===== config.mk =====
export PLATFORM = sky130hd
export DESIGN_NAME = rmii_tx_top
export DESIGN_NICKNAME = d
export VERILOG_FILES = /design/src/eth_tx_pkg.sv /design/src/bitorder.sv /design/src/crc32.sv /design/src/mac_tx.sv /design/src/rmii_tx_top.sv
export VERILOG_INCLUDE_DIRS = /design/src
export SDC_FILE = /design/constraint.sdc
export NUM_CORES = 1
export LEC_CHECK = 0
export BUFFER_PORTS_ARGS = -buffer_cell sky130_fd_sc_hd__buf_2
export CAP_MARGIN = 30
export CORE_MARGIN = 10
export CORE_UTILIZATION = 55
export DETAILED_ROUTE_END_ITERATION = 7
export PLACE_DENSITY = 0.77
export SLEW_MARGIN = 30
export SYNTH_ARGS = -nofsm -noshare
export SYNTH_HDL_FRONTEND = slang
export SYNTH_SLANG_ARGS = --single-unit

===== constraint.sdc =====
create_clock -name clk -period 2.9 [get_ports clk]
set_input_delay 0.29 -clock clk [delete_from_list [all_inputs] [get_ports clk]]
set_output_delay 0.29 -clock clk [all_outputs]
set_load 0.03 [all_outputs]

===== src/eth_tx_settings.svh =====
`ifndef ETH_TX_SETTINGS_SVH
`define ETH_TX_SETTINGS_SVH

// default station addresses, bits 47:40 are the first byte on the wire
`define ETH_DST_MAC         48'h00_E0_4C_68_1E_0C
`define ETH_SRC_MAC         48'h69_69_5A_06_54_91

// fixed byte values of the frame start
`define ETH_PREAMBLE_BYTE   8'h55
`define ETH_SFD_BYTE        8'hD5

// field lengths in bytes
`define ETH_PREAMBLE_BYTES  7
`define ETH_MAC_BYTES       6
`define ETH_TYPE_BYTES      2
`define ETH_DATA_BYTES      2
`define ETH_PAD_BYTES       44
`define ETH_FCS_BYTES       4

// bytes sent while txen is high, preamble through fcs
`define ETH_FRAME_BYTES     72

// idle cycles between frames, 96 bit times at two bits per cycle
`define ETH_IPG_CYCLES      48

`endif


===== src/eth_tx_pkg.sv =====
package eth_tx_pkg;

    // frame sequencer states, in the order the fields leave the MAC
    typedef enum logic [3:0] {
        IDLE,
        PREAMBLE,
        SFD,
        DST_MAC,
        SRC_MAC,
        ETHERTYPE,
        PAYLOAD,
        ZERO_PAD,
        DRAIN,
        FCS,
        IPG
    } tx_state_t;

    // one frame request, latched at start
    typedef struct packed {
        logic [15:0] ethertype;
        logic [15:0] payload;
    } tx_req_t;

    // internal dibit stream between sequencer, bitorder and crc
    typedef struct packed {
        logic       valid;
        logic [1:0] d;
    } dibit_t;

    // rmii transmit pins, txd[0] is the earlier bit on the wire
    typedef struct packed {
        logic       txen;
        logic [1:0] txd;
    } rmii_t;

endpackage


===== src/bitorder.sv =====
module bitorder (
    input  logic               clk,
    input  logic               rst,
    input  eth_tx_pkg::dibit_t in,
    output eth_tx_pkg::dibit_t out
);

    // double buffer, one half fills while the other replays
    logic [7:0] half [2];
    logic       wr_sel;
    logic [1:0] fill_cnt;
    logic [1:0] rd_cnt;
    logic       rd_active;
    logic       byte_done;

    assign byte_done = in.valid && (fill_cnt == 2'd3);

    // incoming dibits arrive msb first, so the first one lands in 7:6
    always_ff @(posedge clk) begin
        if (in.valid) begin
            half[wr_sel][7 - 2 * fill_cnt -: 2] <= in.d;
        end
    end

    always_ff @(posedge clk) begin
        if (rst) begin
            wr_sel    <= 1'b0;
            fill_cnt  <= 2'd0;
            rd_cnt    <= 2'd0;
            rd_active <= 1'b0;
        end else begin
            if (in.valid) begin
                fill_cnt <= fill_cnt + 2'd1;
            end
            // a full byte swaps halves and restarts the replay
            if (byte_done) begin
                wr_sel    <= !wr_sel;
                rd_cnt    <= 2'd0;
                rd_active <= 1'b1;
            end else if (rd_active) begin
                rd_cnt <= rd_cnt + 2'd1;
                if (rd_cnt == 2'd3) begin
                    rd_active <= 1'b0;
                end
            end
        end
    end

    // replay lsb pair first: 1:0, 3:2, 5:4, 7:6
    always_comb begin
        out.valid = rd_active;
        out.d     = half[!wr_sel][2 * rd_cnt +: 2];
    end

endmodule


===== src/crc32.sv =====
module crc32 (
    input  logic               clk,
    input  logic               rst,
    input  logic               clear,
    input  eth_tx_pkg::dibit_t in,
    output logic [31:0]        crc
);

    // reflected form of the ieee 802.3 polynomial 04C11DB7
    localparam logic [31:0] POLY = 32'hEDB88320;

    // two serial lfsr steps, d[0] is the earlier bit on the wire
    function automatic logic [31:0] step2(input logic [31:0] c, input logic [1:0] d);
        logic [31:0] r;
        r = c;
        for (int i = 0; i < 2; i++) begin
            if (r[0] ^ d[i]) begin
                r = (r >> 1) ^ POLY;
            end else begin
                r = r >> 1;
            end
        end
        return r;
    endfunction

    always_ff @(posedge clk) begin
        if (rst || clear) begin
            crc <= '1;
        end else if (in.valid) begin
            crc <= step2(crc, in.d);
        end
    end

endmodule


===== src/mac_tx.sv =====
`include "eth_tx_settings.svh"

module mac_tx #(
    parameter logic [47:0] SRC_MAC = `ETH_SRC_MAC,
    parameter logic [47:0] DST_MAC = `ETH_DST_MAC
) (
    input  logic                clk,
    input  logic                rst,
    input  eth_tx_pkg::tx_req_t req,
    input  logic                start,
    output logic                busy,
    output eth_tx_pkg::rmii_t   tx
);

    import eth_tx_pkg::*;

    // field lengths in dibits
    localparam int PRE_LEN   = `ETH_PREAMBLE_BYTES * 4;
    localparam int SFD_LEN   = 4;
    localparam int MAC_LEN   = `ETH_MAC_BYTES * 4;
    localparam int TYPE_LEN  = `ETH_TYPE_BYTES * 4;
    localparam int DATA_LEN  = `ETH_DATA_BYTES * 4;
    localparam int PAD_LEN   = `ETH_PAD_BYTES * 4;
    localparam int DRAIN_LEN = 4;
    localparam int FCS_LEN   = `ETH_FCS_BYTES * 4;
    // one extra cycle since the pins lag the sequencer by the output register
    localparam int IPG_LEN   = `ETH_IPG_CYCLES + 1;

    localparam logic [7:0] PRE_BYTE = `ETH_PREAMBLE_BYTE;
    localparam logic [7:0] SFD_BYTE = `ETH_SFD_BYTE;

    tx_state_t   state;
    tx_state_t   succ;
    logic [8:0]  cnt;
    logic [8:0]  state_len;
    logic        state_done;
    logic        accept;
    logic        advance;
    tx_req_t     req_q;
    dibit_t      field;
    dibit_t      ordered;
    dibit_t      crc_in;
    logic        crc_en;
    logic [31:0] crc;
    logic [31:0] fcs;
    rmii_t       tx_next;

    // length of each state
    // the address parameters hide the like-named states, hence the scoped names
    always_comb begin
        case (state)
            PREAMBLE:            state_len = 9'(PRE_LEN);
            SFD:                 state_len = 9'(SFD_LEN);
            eth_tx_pkg::DST_MAC: state_len = 9'(MAC_LEN);
            eth_tx_pkg::SRC_MAC: state_len = 9'(MAC_LEN);
            ETHERTYPE:           state_len = 9'(TYPE_LEN);
            PAYLOAD:             state_len = 9'(DATA_LEN);
            ZERO_PAD:            state_len = 9'(PAD_LEN);
            DRAIN:               state_len = 9'(DRAIN_LEN);
            FCS:                 state_len = 9'(FCS_LEN);
            IPG:                 state_len = 9'(IPG_LEN);
            default:             state_len = 9'd1;
        endcase
    end

    // successor of each state, fields in frame order
    always_comb begin
        case (state)
            IDLE:                succ = PREAMBLE;
            PREAMBLE:            succ = SFD;
            SFD:                 succ = eth_tx_pkg::DST_MAC;
            eth_tx_pkg::DST_MAC: succ = eth_tx_pkg::SRC_MAC;
            eth_tx_pkg::SRC_MAC: succ = ETHERTYPE;
            ETHERTYPE:           succ = PAYLOAD;
            PAYLOAD:             succ = ZERO_PAD;
            ZERO_PAD:            succ = DRAIN;
            DRAIN:               succ = FCS;
            FCS:                 succ = IPG;
            default:             succ = IDLE;
        endcase
    end

    assign state_done = (cnt == state_len - 9'd1);
    assign accept     = (state == IDLE) && start;
    assign advance    = (state == IDLE) ? start : state_done;
    assign busy       = (state != IDLE);

    always_ff @(posedge clk) begin
        if (rst) begin
            state <= IDLE;
            cnt   <= 9'd0;
        end else if (advance) begin
            state <= succ;
            cnt   <= 9'd0;
        end else if (state != IDLE) begin
            cnt <= cnt + 9'd1;
        end
    end

    // request held for the whole frame
    always_ff @(posedge clk) begin
        if (accept) begin
            req_q <= req;
        end
    end

    // source byte of each field, presented msb dibit first
    always_comb begin
        field.valid = 1'b1;
        field.d     = 2'b00;
        case (state)
            PREAMBLE:            field.d = PRE_BYTE[7 - 2 * cnt[1:0] -: 2];
            SFD:                 field.d = SFD_BYTE[7 - 2 * cnt[1:0] -: 2];
            eth_tx_pkg::DST_MAC: field.d = DST_MAC[47 - 2 * cnt -: 2];
            eth_tx_pkg::SRC_MAC: field.d = SRC_MAC[47 - 2 * cnt -: 2];
            ETHERTYPE:           field.d = req_q.ethertype[15 - 2 * cnt -: 2];
            PAYLOAD:             field.d = req_q.payload[15 - 2 * cnt -: 2];
            ZERO_PAD:            field.d = 2'b00;
            default:             field.valid = 1'b0;
        endcase
    end

    bitorder u_bitorder (
        .clk (clk),
        .rst (rst),
        .in  (field),
        .out (ordered)
    );

    // bitorder runs one byte behind, so the first address byte reaches
    // the crc four dibits into DST_MAC and the last pad byte during DRAIN
    always_comb begin
        case (state)
            eth_tx_pkg::DST_MAC:                                        crc_en = (cnt >= 9'd4);
            eth_tx_pkg::SRC_MAC, ETHERTYPE, PAYLOAD, ZERO_PAD, DRAIN:   crc_en = 1'b1;
            default:                                                    crc_en = 1'b0;
        endcase
    end

    always_comb begin
        crc_in.valid = ordered.valid && crc_en;
        crc_in.d     = ordered.d;
    end

    crc32 u_crc32 (
        .clk   (clk),
        .rst   (rst),
        .clear (accept),
        .in    (crc_in),
        .crc   (crc)
    );

    assign fcs = ~crc;

    // fcs goes out bit 0 first, which also puts its low byte first
    always_comb begin
        if (state == FCS) begin
            tx_next.txen = 1'b1;
            tx_next.txd  = fcs[2 * cnt[3:0] +: 2];
        end else begin
            tx_next.txen = ordered.valid;
            tx_next.txd  = ordered.valid ? ordered.d : 2'b00;
        end
    end

    always_ff @(posedge clk) begin
        if (rst) begin
            tx <= '0;
        end else begin
            tx <= tx_next;
        end
    end

endmodule


===== src/rmii_tx_top.sv =====
module rmii_tx_top (
    input  logic                clk,
    input  logic                rst,
    input  eth_tx_pkg::tx_req_t req,
    input  logic                start,
    output logic                busy,
    output eth_tx_pkg::rmii_t   tx
);

    // transmit mac with the default station addresses
    mac_tx u_mac_tx (
        .clk   (clk),
        .rst   (rst),
        .req   (req),
        .start (start),
        .busy  (busy),
        .tx    (tx)
    );

endmodule


Word-level counts from Yosys, hierarchy flattened
Memories as Yosys holds them, arrays and structs flattened. A register that Yosys moved wholly into a read port is not among the register bits.
Index checks and enable logic that the tools add are counted.
- bits in registers: 82
- ROM bits: 160
- memories kept: 3
- word-level logic and storage cells: 76
- output and inout bits: 4
- memory bits (writable): 16
- input port bits: 35
- mux-type cells: 15
- bitwise logic cells: 5
- add/sub/neg operators: 9
- reductions and logical operators: 11
- equal/unequal tests: 12
- shift operators: 10
- order comparisons: 1
- memories (memory ; words ; bits a word ; read ports ; clocked after memory_dff ; write ports ; RTL line ; source):
    (name not given) ; 16 ; 6 ; 1 ; 0 ; 0 ; mac_tx.sv:51 ; case (state)
    (name not given) ; 16 ; 4 ; 1 ; 1 ; 0 ; mac_tx.sv:68 ; case (state)
    u_mac_tx.u_bitorder.half ; 2 ; 8 ; 1 ; 0 ; 1 ; bitorder.sv:9 ; logic [7:0] half [2];
- operators with widths (kind ; number):
    32-bit two-way mux ; 4
    49-bit by 33-bit indexed part select with 2-bit output, first input constant ; 2
    17-bit by 33-bit indexed part select with 2-bit output ; 2
    9-bit by 33-bit indexed part select with 2-bit output, first input constant ; 2
    32-bit negation with 34-bit output ; 1
    2-bit by 34-bit variable shift with 9-bit output, first input constant ; 1
    2-bit by 34-bit indexed part select with 9-bit output ; 1
    32-bit NOT ; 1
    32-bit by 6-bit indexed part select with 2-bit output ; 1
    13-bit NOT with 14-bit output ; 2
    4-bit by 3-bit == test with 1-bit output, second input constant ; 4
    2-bit one-hot mux with 6 select lines ; 1
    4-bit by 10-bit subtractor with 11-bit output, first input constant ; 1
    6-bit by 10-bit subtractor with 11-bit output, first input constant ; 1
    9-bit by 1-bit adder with 9-bit output, second input constant ; 1
    9-bit == test ; 1
    9-bit by 3-bit greater-or-equal comparator with 1-bit output, second input constant ; 1
    9-bit by 1-bit subtractor with 9-bit output, second input constant ; 1
    4-bit by 2-bit == test with 1-bit output, second input constant ; 2
    4-bit == test, second input constant ; 2
    8-bit two-way mux ; 1
    8-bit by 4-bit indexed part select with 2-bit output ; 1
    3-bit by 3-bit subtractor with 4-bit output, first input constant ; 2
    7-bit OR reduction ; 1
    other kinds (15) ; 26

Depth between registers and ports, before layout
Gate-level depths: netlist (run 1).
An unclocked memory read counts as a cell.
- depth in word-level cells: 9
- depth in mapped cells: 14
- gate-level depth less buffers: 12

Cells and area by module
From an unflattened synthesis (run 1), not the netlist that was laid out.
- cells, all modules: 478
- area total of the unflattened synthesis: 5534.1 µm²
- modules (own cells, without submodules) (module ; sequential area each (µm²) ; times used ; area each (µm²) ; cells each):
    mac_tx ; 1281.2 ; 1 ; 3100.5 ; 279
    crc32 ; 640.6 ; 1 ; 1403.8 ; 130
    bitorder ; 600.6 ; 1 ; 1029.7 ; 69

Worst setup path before layout (run 1)
Ideal clock, no wire load.
- path type: register to register
- start: register u_mac_tx.state[0]
- end: register u_mac_tx.cnt[0]
- arrival: 2.739 ns
- setup slack: 0.038 ns
- cell stages (with the launch flop): 10
- clock period less this slack: 2.862 ns
- path buffers: 3
- data required time: 2.777 ns
- library setup time: 0.123 ns
- cell sequence: dfxtp_1 -> buf_2 -> inv_1 -> ha_1 -> clkbuf_1 -> and3_1 -> clkbuf_1 -> nor2_1 -> nand2_1 -> nor2_1
- longest elaborated chain between the ends: 5
- elaborated cells on any way between the ends: 7
- classes of those cells: add/sub: 1; eq/ne: 1; mux: 1; reduce/logical: 3; memory: 1
- RTL lines (element ; RTL line ; source):
    from (decl) ; mac_tx.sv:32 ; tx_state_t state;
    memory read 16 x 6 bit ; n/a ;
    9-bit by 1-bit subtractor with 9-bit output ; mac_tx.sv:83 ; assign state_done = (cnt == state_len - 9'd1);
    9-bit == test ; mac_tx.sv:83 ;
    1-bit two-way mux ; mac_tx.sv:85 ; assign advance = (state == IDLE) ? start : state_done;
    2-bit OR reduction (no source line) ; n/a ;
    to (signal assigned) ; mac_tx.sv:96 ; cnt <= cnt + 9'd1;
    to (decl) ; mac_tx.sv:34 ; logic [8:0] cnt;
Several ways; a longest one is shown, not always the timed one.
A chain may end at the register's enable or synchronous reset.

Worst setup path after layout (run 1)
- start: register u_mac_tx.state[1]
- end: register u_mac_tx.state[2]
- longest elaborated chain between the ends: 4
- elaborated cells on any way between the ends: 5
- classes of those cells: add/sub: 1; eq/ne: 1; mux: 1; reduce/logical: 1; memory: 1
- RTL lines (element ; RTL line):
    memory read 16 x 6 bit ; n/a
    9-bit by 1-bit subtractor with 9-bit output ; mac_tx.sv:83
    9-bit == test ; mac_tx.sv:83
    1-bit two-way mux ; mac_tx.sv:85
Several ways; a longest one is shown, not always the timed one.

==> results of run 1 <==
==> flip-flops by register name, summed over array words and instances, names as in the netlist <==
signal,flops
u_mac_tx.cnt,9
u_mac_tx.req_q,32
u_mac_tx.state,4
u_mac_tx.tx,3
u_mac_tx.u_bitorder.fill_cnt,2
u_mac_tx.u_bitorder.half,16
u_mac_tx.u_bitorder.rd_active,1
u_mac_tx.u_bitorder.rd_cnt,2
u_mac_tx.u_bitorder.wr_sel,1
u_mac_tx.u_crc32.crc,32
==> per-stage QoR <==
step / total power [mW] / hold WS (ns) / instance area [um^2] / utilization [%] / cells
2_1_floorplan: 2.970 / 0.3674 / 5375 / - / 497
3_3_place_gp: 3.319 / 0.4660 / 5753 / 59.68 / 655
3_5_place_dp: 3.365 / 0.4681 / 5753 / 59.68 / 655
4_1_cts: 4.275 / 0.06955 / 5958 / 61.81 / 671
5_1_grt: 4.647 / 0.06185 / 6020 / 62.45 / 674
6_report: 4.387 / 0.07721 / 6020 / 62.45 / 674
==> per-layer routing <==
layer	vias up	GRT usage (%)	part of all wire [%]
met4	0	4.656	1.6
met5	-	0	0
li1	1903	-	-
met2	122	27.75	50
met1	1903	19.70	43
met3	18	3.307	5.0
==> where the power goes <==
part | internal [mW] | switching (mW) | leakage (nW)
combinational | 0.689 | 0.941 | 1.31
clock | 0.387 | 0.530 | 0.109
sequential | 1.75 | 0.0948 | 0.888
==> worst register-to-register path: stages (launching register included) <==
cell and delay, ns:
dfxtp_4 0.40, inv_1 0.09, ha_4 0.31, mux2i_1 0.11
or2_2 0.30, ha_1 0.29, xor2_1 0.16, o2111ai_1 0.14
and4b_2 0.35, o211ai_4 0.11, o32a_1 0.30, a21oi_1 0.14
==> cells by family after synthesis <==
group,Yosys count
buffers and inverters,45
xor gates and xnor gates,41
and+or+nand+nor,183
adders and majority gates,15
muxes,32
AOI/OAI and AO/OA,79
DFF,102
==> cell usage after synthesis (all sizes together), types with 2 or more instances <==
cell type | count | share of area [%]
nor2 | 33 | 2.3
ha | 15 | 3.5
xnor2 | 18 | 3.1
clkbuf | 20 | 1.5
o2111ai | 4 | 0.65
nand4 | 4 | 0.47
o31a | 2 | 0.33
nand3b | 4 | 0.56
a22oi | 2 | 0.28
buf | 13 | 1.3
nor4 | 2 | 0.23
mux4 | 22 | 9.4
o221ai | 2 | 0.33
and4 | 2 | 0.33
a21oi | 14 | 1.3
a211oi | 3 | 0.42
o21a | 2 | 0.28
nor2b | 4 | 0.47
inv | 11 | 0.77
o32ai | 2 | 0.33
nand3 | 24 | 2.3
xor2 | 23 | 4.4
dfxtp | 54 | 20
o211a | 2 | 0.37
nor3 | 13 | 1.2
edfxtp | 48 | 27
or3 | 3 | 0.35
o21ai | 12 | 1.1
mux2i | 9 | 2.0
o211ai | 19 | 2.7
nand2b | 5 | 0.58
and3b | 3 | 0.49
o22a | 2 | 0.33
and2 | 5 | 0.58
and3 | 12 | 1.4
o32a | 2 | 0.37
nand2 | 65 | 4.5
a31oi | 2 | 0.23
==> cell type report <==
cell class              count  share of cell area (%)
clock inverters             6                  0.9146
inverters                  12                  0.7483
flip-flops and latches    102                   42.01
multi-input cells         350                   44.86
repair buffers             61                   6.236
clock buffers              10                   2.474
well taps                 133                   2.765
==> final timing paths <==
check                                                             to  slack (ns)  cells after the start
worst max-delay path                  u_mac_tx.state[2]$_SDFFE_PP0P_        0.15                     11
worst min-delay path                    u_mac_tx.req_q[16]$_DFFE_PP_        0.08                      1
worst max register to register        u_mac_tx.state[2]$_SDFFE_PP0P_        0.15                     11
worst min register to register  u_mac_tx.u_crc32.crc[3]$_SDFFE_PP1P_        0.49                      2
==> what timing repair did <==
action,CTS,global route
pin swaps,0,0
endpoints found under the setup margin,1,21
setup buffers,0,3
cloned,0,0
gates resized for setup,1,11
==> out/results.ini, run 1 <==
[placed_design]
hpwl_um = 8104
io_buffers = 38
post-place-ws_ns = 0.03404
place.gp.congestion = 0.8497

[synth]
synth.avg_cell_area_um2 = 10.82
ys_ff_latch = 102
yosysUniqueCellTypes = 63
synth_top_family_by_area = simple AND/OR/NAND/NOR gates
yosysSeqAreaShare_pct = 46.93
ys_warn_count = 0
synthCells = 497
syn_area_mm2 = 0.005375
async_reset_ff_share_pct = 0
synthAdderAreaFrac_pct = 3.492
synthMuxAreaShare_pct = 11.55
yosys_most_used_dff = dfxtp_1
synth_compound_area_share_pct = 10.52
yosys.area_share.simple_pct = 16.41
syn-num-nets = 547
synth_xor_area_share_pct = 7.519
synth-edff-count = 48

[setup_path]
crit_path_cell_trace = inv_1 > ha_4 > mux2i_1 > or2_2 > ha_1 > xor2_1 > o2111ai_1 > and4b_2 > o211ai_4 > o32a_1 > a21oi_1
crit_path_max_incr_delay_ns = 0.40
cp_num_buf_inv = 1
critPathRequiredTime_ns = 3.20
cp_top_family = compound AO/OA/AOI/OAI gates
crit_type = flip-flop to flip-flop
cp_slowest_cell = dfxtp_4
arrival_ns = 3.05
crit_fanout = 8
startpoint_type = flip-flop
end_kind = flip-flop
r2r_start = u_mac_tx.state[1]$_SDFFE_PP0P_
startpoint = u_mac_tx.state[1]$_SDFFE_PP0P_

[routing]
viasPerCell = 5.855
drtPass1Iterations = 5
drc = 0
ant_nets = 0
wl_per_cell_um = 16.56
totalWireLength_um = 11160
drt_iter0_markers = 270
vias = 3946

[cts]
cts_tree = built
cts_inserted_buffers = 9
cts_buffer_depth = 2
cts_hold_buf = 0
cts.sinks = 102
root_buffer = clkbuf_8
path_clk_slew_ns = 0.11
htree_levels = 3
clock_latency_ns = 0.38

[timing]
setup_viol = 0
final.setup_skew_ns = 0.01481
fin_ws_ns = 0.1513
period_share_pct = 94.78
relSlewSlack_pct = 59.04
tightest_slew_ns = 0.6144
final-hold-violation-count = 0
max_freq_mhz = 363.8
finalSetupTns_ns = 0
period_needed_ns = 2.749
drv_slew = 0

[floorplan]
die_x_um = 118.9
rows = 36
coreArea_mm2 = 0.009639
ios = 39
dieArea_mm2 = 0.01413
start_util_pct = 55.76
die_h_um = 118.9

[cells_and_area]
diodes = 0
multi_input_area_mm2 = 0.002700
seqCellArea_mm2 = 0.002529
nFillCells = 803
final_common_cell = nand2_1
mostFrequentLayoutCells = nand2_1, dfxtp_1, edfxtp_1
syn2layout_area_growth_pct = 11.99
drive_gt1_share_pct = 21.44
fin_nets = 586

[grt]
grt_max_degree = 48
grt_pass1_wl_um = 19060
grt-ovfl-total = 0
grt_usage_pct = 16.00
grt_pass1_vias = 3970
antenna_found_initial = 0

[hold_path]
hold_path_startpoint = req[16]
hold_class = primary input to flip-flop

[power]
irDropWorstVdd_mv = 0.3830
p_leak_nw = 2.303
power_density_mw_per_mm2 = 728.8

[run_status]
status = finished clean

[job]
drv_cap = 0

Note: power is estimated with default switching activity, not from simulation.
==> run 2, diff against run 1 <==
--- a/config.mk
+++ b/config.mk
@@ -11,7 +11,7 @@
 export CORE_MARGIN = 10
 export CORE_UTILIZATION = 55
 export DETAILED_ROUTE_END_ITERATION = 7
-export PLACE_DENSITY = 0.77
+export PLACE_DENSITY = 0.86
 export SLEW_MARGIN = 30
 export SYNTH_ARGS = -nofsm -noshare
 export SYNTH_HDL_FRONTEND = slang
==> run 2 against run 1 <==
  * Setup slack got worse by 0.0036 ns
  * First-iteration DRC count rose by 69%
  * Hold slack improved by 0.019 ns
  * Sequential power barely moved
  * Global-route usage rose by 0.24 points
  * Sequential share of layout area rose by 0.23 points
  * Sequential cell count did not move
  * Via count rose by 0.43%
  * Clock-buffer cell count did not move
  * Die area did not move
  * Final area fell by 0.60%
  * Critical path depth did not move
  * Largest cell class unchanged
==> out/results.ini, run 2 (synthesized netlist as in run 1, its figures left out) <==
[floorplan]
start_util_pct = 55.76  ; unchanged
ios = 39  ; unchanged
rows = 36  ; unchanged
dieArea_mm2 = 0.01413  ; unchanged
coreArea_mm2 = 0.009639  ; unchanged
die_x_um = 118.9  ; unchanged
die_h_um = 118.9  ; unchanged

[routing]
drc = 0  ; unchanged
wl_per_cell_um = 16.85  ; was 16.56 um
totalWireLength_um = 11330  ; was 11160 um
ant_nets = 0  ; unchanged
viasPerCell = 5.897  ; was 5.855
drt_iter0_markers = 455  ; was 270
vias = 3963  ; was 3946
drtPass1Iterations = 5  ; unchanged

[setup_path]
crit_path_cell_trace = inv_1 > ha_4 > mux2i_1 > or2_2 > ha_1 > xor2_1 > o2111ai_1 > and4b_2 > o211ai_4 > o32a_1 > a21oi_1  ; unchanged
crit_path_max_incr_delay_ns = 0.41  ; was 0.40 ns
cp_slowest_cell = dfxtp_4  ; unchanged
crit_fanout = 8  ; unchanged
cp_top_family = compound AO/OA/AOI/OAI gates  ; unchanged
critPathRequiredTime_ns = 3.20  ; about the same
end_kind = flip-flop  ; unchanged
arrival_ns = 3.05  ; about the same
startpoint_type = flip-flop  ; unchanged
cp_num_buf_inv = 1  ; unchanged
crit_type = flip-flop to flip-flop  ; unchanged

[power]
irDropWorstVdd_mv = 0.4962  ; was 0.3830 mV
power_density_mw_per_mm2 = 714.9  ; was 728.8 mW/mm^2
p_leak_nw = 2.287  ; was 2.303 nW

[timing]
tightest_slew_ns = 0.6512  ; was 0.6144 ns
rsz0062_at_grt = false
relSlewSlack_pct = 56.37  ; was 59.04%
final.setup_skew_ns = 0.008639  ; was 0.01481 ns
drv_slew = 0  ; unchanged
period_share_pct = 94.91  ; was 94.78%
final-hold-violation-count = 0  ; unchanged
max_freq_mhz = 363.3  ; was 363.8 MHz
setup_viol = 0  ; unchanged
period_needed_ns = 2.752  ; was 2.749 ns

[grt]
grt_pass1_wl_um = 19420  ; was 19060 um
grt_max_degree = 48  ; unchanged
grt_usage_pct = 16.24  ; was 16.00%
grt_pass1_vias = 4024  ; was 3970
grt-ovfl-total = 0  ; unchanged
antenna_found_initial = 0  ; unchanged

[cts]
path_clk_slew_ns = 0.10  ; was 0.11 ns
cts_buffer_depth = 2  ; unchanged
cts_tree = built  ; unchanged
clock_latency_ns = 0.36  ; was 0.38 ns
cts.sinks = 102  ; unchanged
cts_inserted_buffers = 9  ; unchanged
htree_levels = 3  ; unchanged
root_buffer = clkbuf_8  ; unchanged
cts_hold_buf = 0  ; unchanged

[cells_and_area]
drive_gt1_share_pct = 21.15  ; was 21.44%
final_common_cell = nand2_1  ; unchanged
diodes = 0  ; unchanged
reg_top3 = u_mac_tx.req_q x32, u_mac_tx.u_crc32.crc x32, u_mac_tx.u_bitorder.half x16  ; unchanged
mostFrequentLayoutCells = nand2_1, dfxtp_1, edfxtp_1  ; unchanged
nFillCells = 745  ; was 803
fin_util_pct = 62.07  ; was 62.45%
syn2layout_area_growth_pct = 11.31  ; was 11.99%
fin_nets = 584  ; was 586
layout.cells.non_filler = 672  ; was 674

[placed_design]
io_buffers = 38  ; unchanged
place.gp.congestion = 0.9112  ; was 0.8497
dp.cells = 656  ; was 655
hpwl_um = 8234  ; was 8104 um

[job]
drv_cap = 0  ; unchanged

[run_status]
status = finished clean  ; unchanged

[hold_path]
hold_class = primary input to flip-flop  ; unchanged

-- run 2: what timing repair did --
action / in CTS / in global routing
resized for setup: 1 / 10
setup endpoints to repair: 9 / 29
buffers inserted: 0 / 0
-- run 2: layout make-up --
| cell class | count | area (um^2) | share of cell area, % |
|---|---|---|---|
| Sequential cell | 102 | 2527 | 42.24 |
| Inverter | 12 | 45.04 | 0.7528 |
| Tap cell | 133 | 166.4 | 2.781 |
| Multi-Input combinational cell | 350 | 2705 | 45.21 |
| Clock buffer | 10 | 137.6 | 2.300 |
| Clock inverter | 6 | 53.80 | 0.8992 |
| Timing Repair Buffer | 59 | 347.8 | 5.813 |
-- run 2: path summary, 6_finish.rpt --
check	from	end	slack (ns)	cells after the start
max	u_mac_tx.state[1]$_SDFFE_PP0P_	u_mac_tx.state[2]$_SDFFE_PP0P_	0.15	11
min	req[10]	u_mac_tx.req_q[10]$_DFFE_PP_	0.1	1
max reg2reg	u_mac_tx.state[1]$_SDFFE_PP0P_	u_mac_tx.state[2]$_SDFFE_PP0P_	0.15	11
min reg2reg	u_mac_tx.u_crc32.crc[15]$_SDFFE_PP1P_	u_mac_tx.u_crc32.crc[13]$_SDFFE_PP1P_	0.49	2
-- run 2: report_power, final --
group	internal, mW	switching (mW)	leakage [nW]
Sequential	1.74	0.0913	0.888
Combinational	0.639	0.949	1.30
Clock	0.353	0.501	0.101
-- run 2: metrics by stage --
stage / instance area, um^2 / total power, mW / hold slack [ns] / TNS, ns / setup slack (ns)
2_1_floorplan: 5375 / 2.970 / 0.3674 / 0 / 0.03786
3_3_place_gp: 5748 / 3.297 / 0.4647 / 0 / 0.09081
3_5_place_dp: 5748 / 3.361 / 0.4681 / -0.1047 / -0.03395
4_1_cts: 5941 / 4.216 / 0.08453 / 0 / 0.04530
5_1_grt: 5983 / 4.532 / 0.07974 / 0 / 0.01083
6_report: 5983 / 4.277 / 0.09646 / 0 / 0.1477
-- run 2: routing by layer --
layer | vias to the layer above | routed length, um | global-route usage, %
met1 | 1909 | 4957 | 20.52
met5 | - | 0 | 0
met4 | 0 | 175 | 5.191
met3 | 21 | 606 | 3.779
li1 | 1890 | - | -
met2 | 143 | 5586 | 26.98
-- run 2: worst reg2reg max path, cell delays in order (launching register included) --
cell and delay, ns:
dfxtp_4 0.41, inv_1 0.10, ha_4 0.30, mux2i_1 0.11, or2_2 0.30, ha_1 0.30
xor2_1 0.15, o2111ai_1 0.12, and4b_2 0.35, o211ai_4 0.11, o32a_1 0.31, a21oi_1 0.13
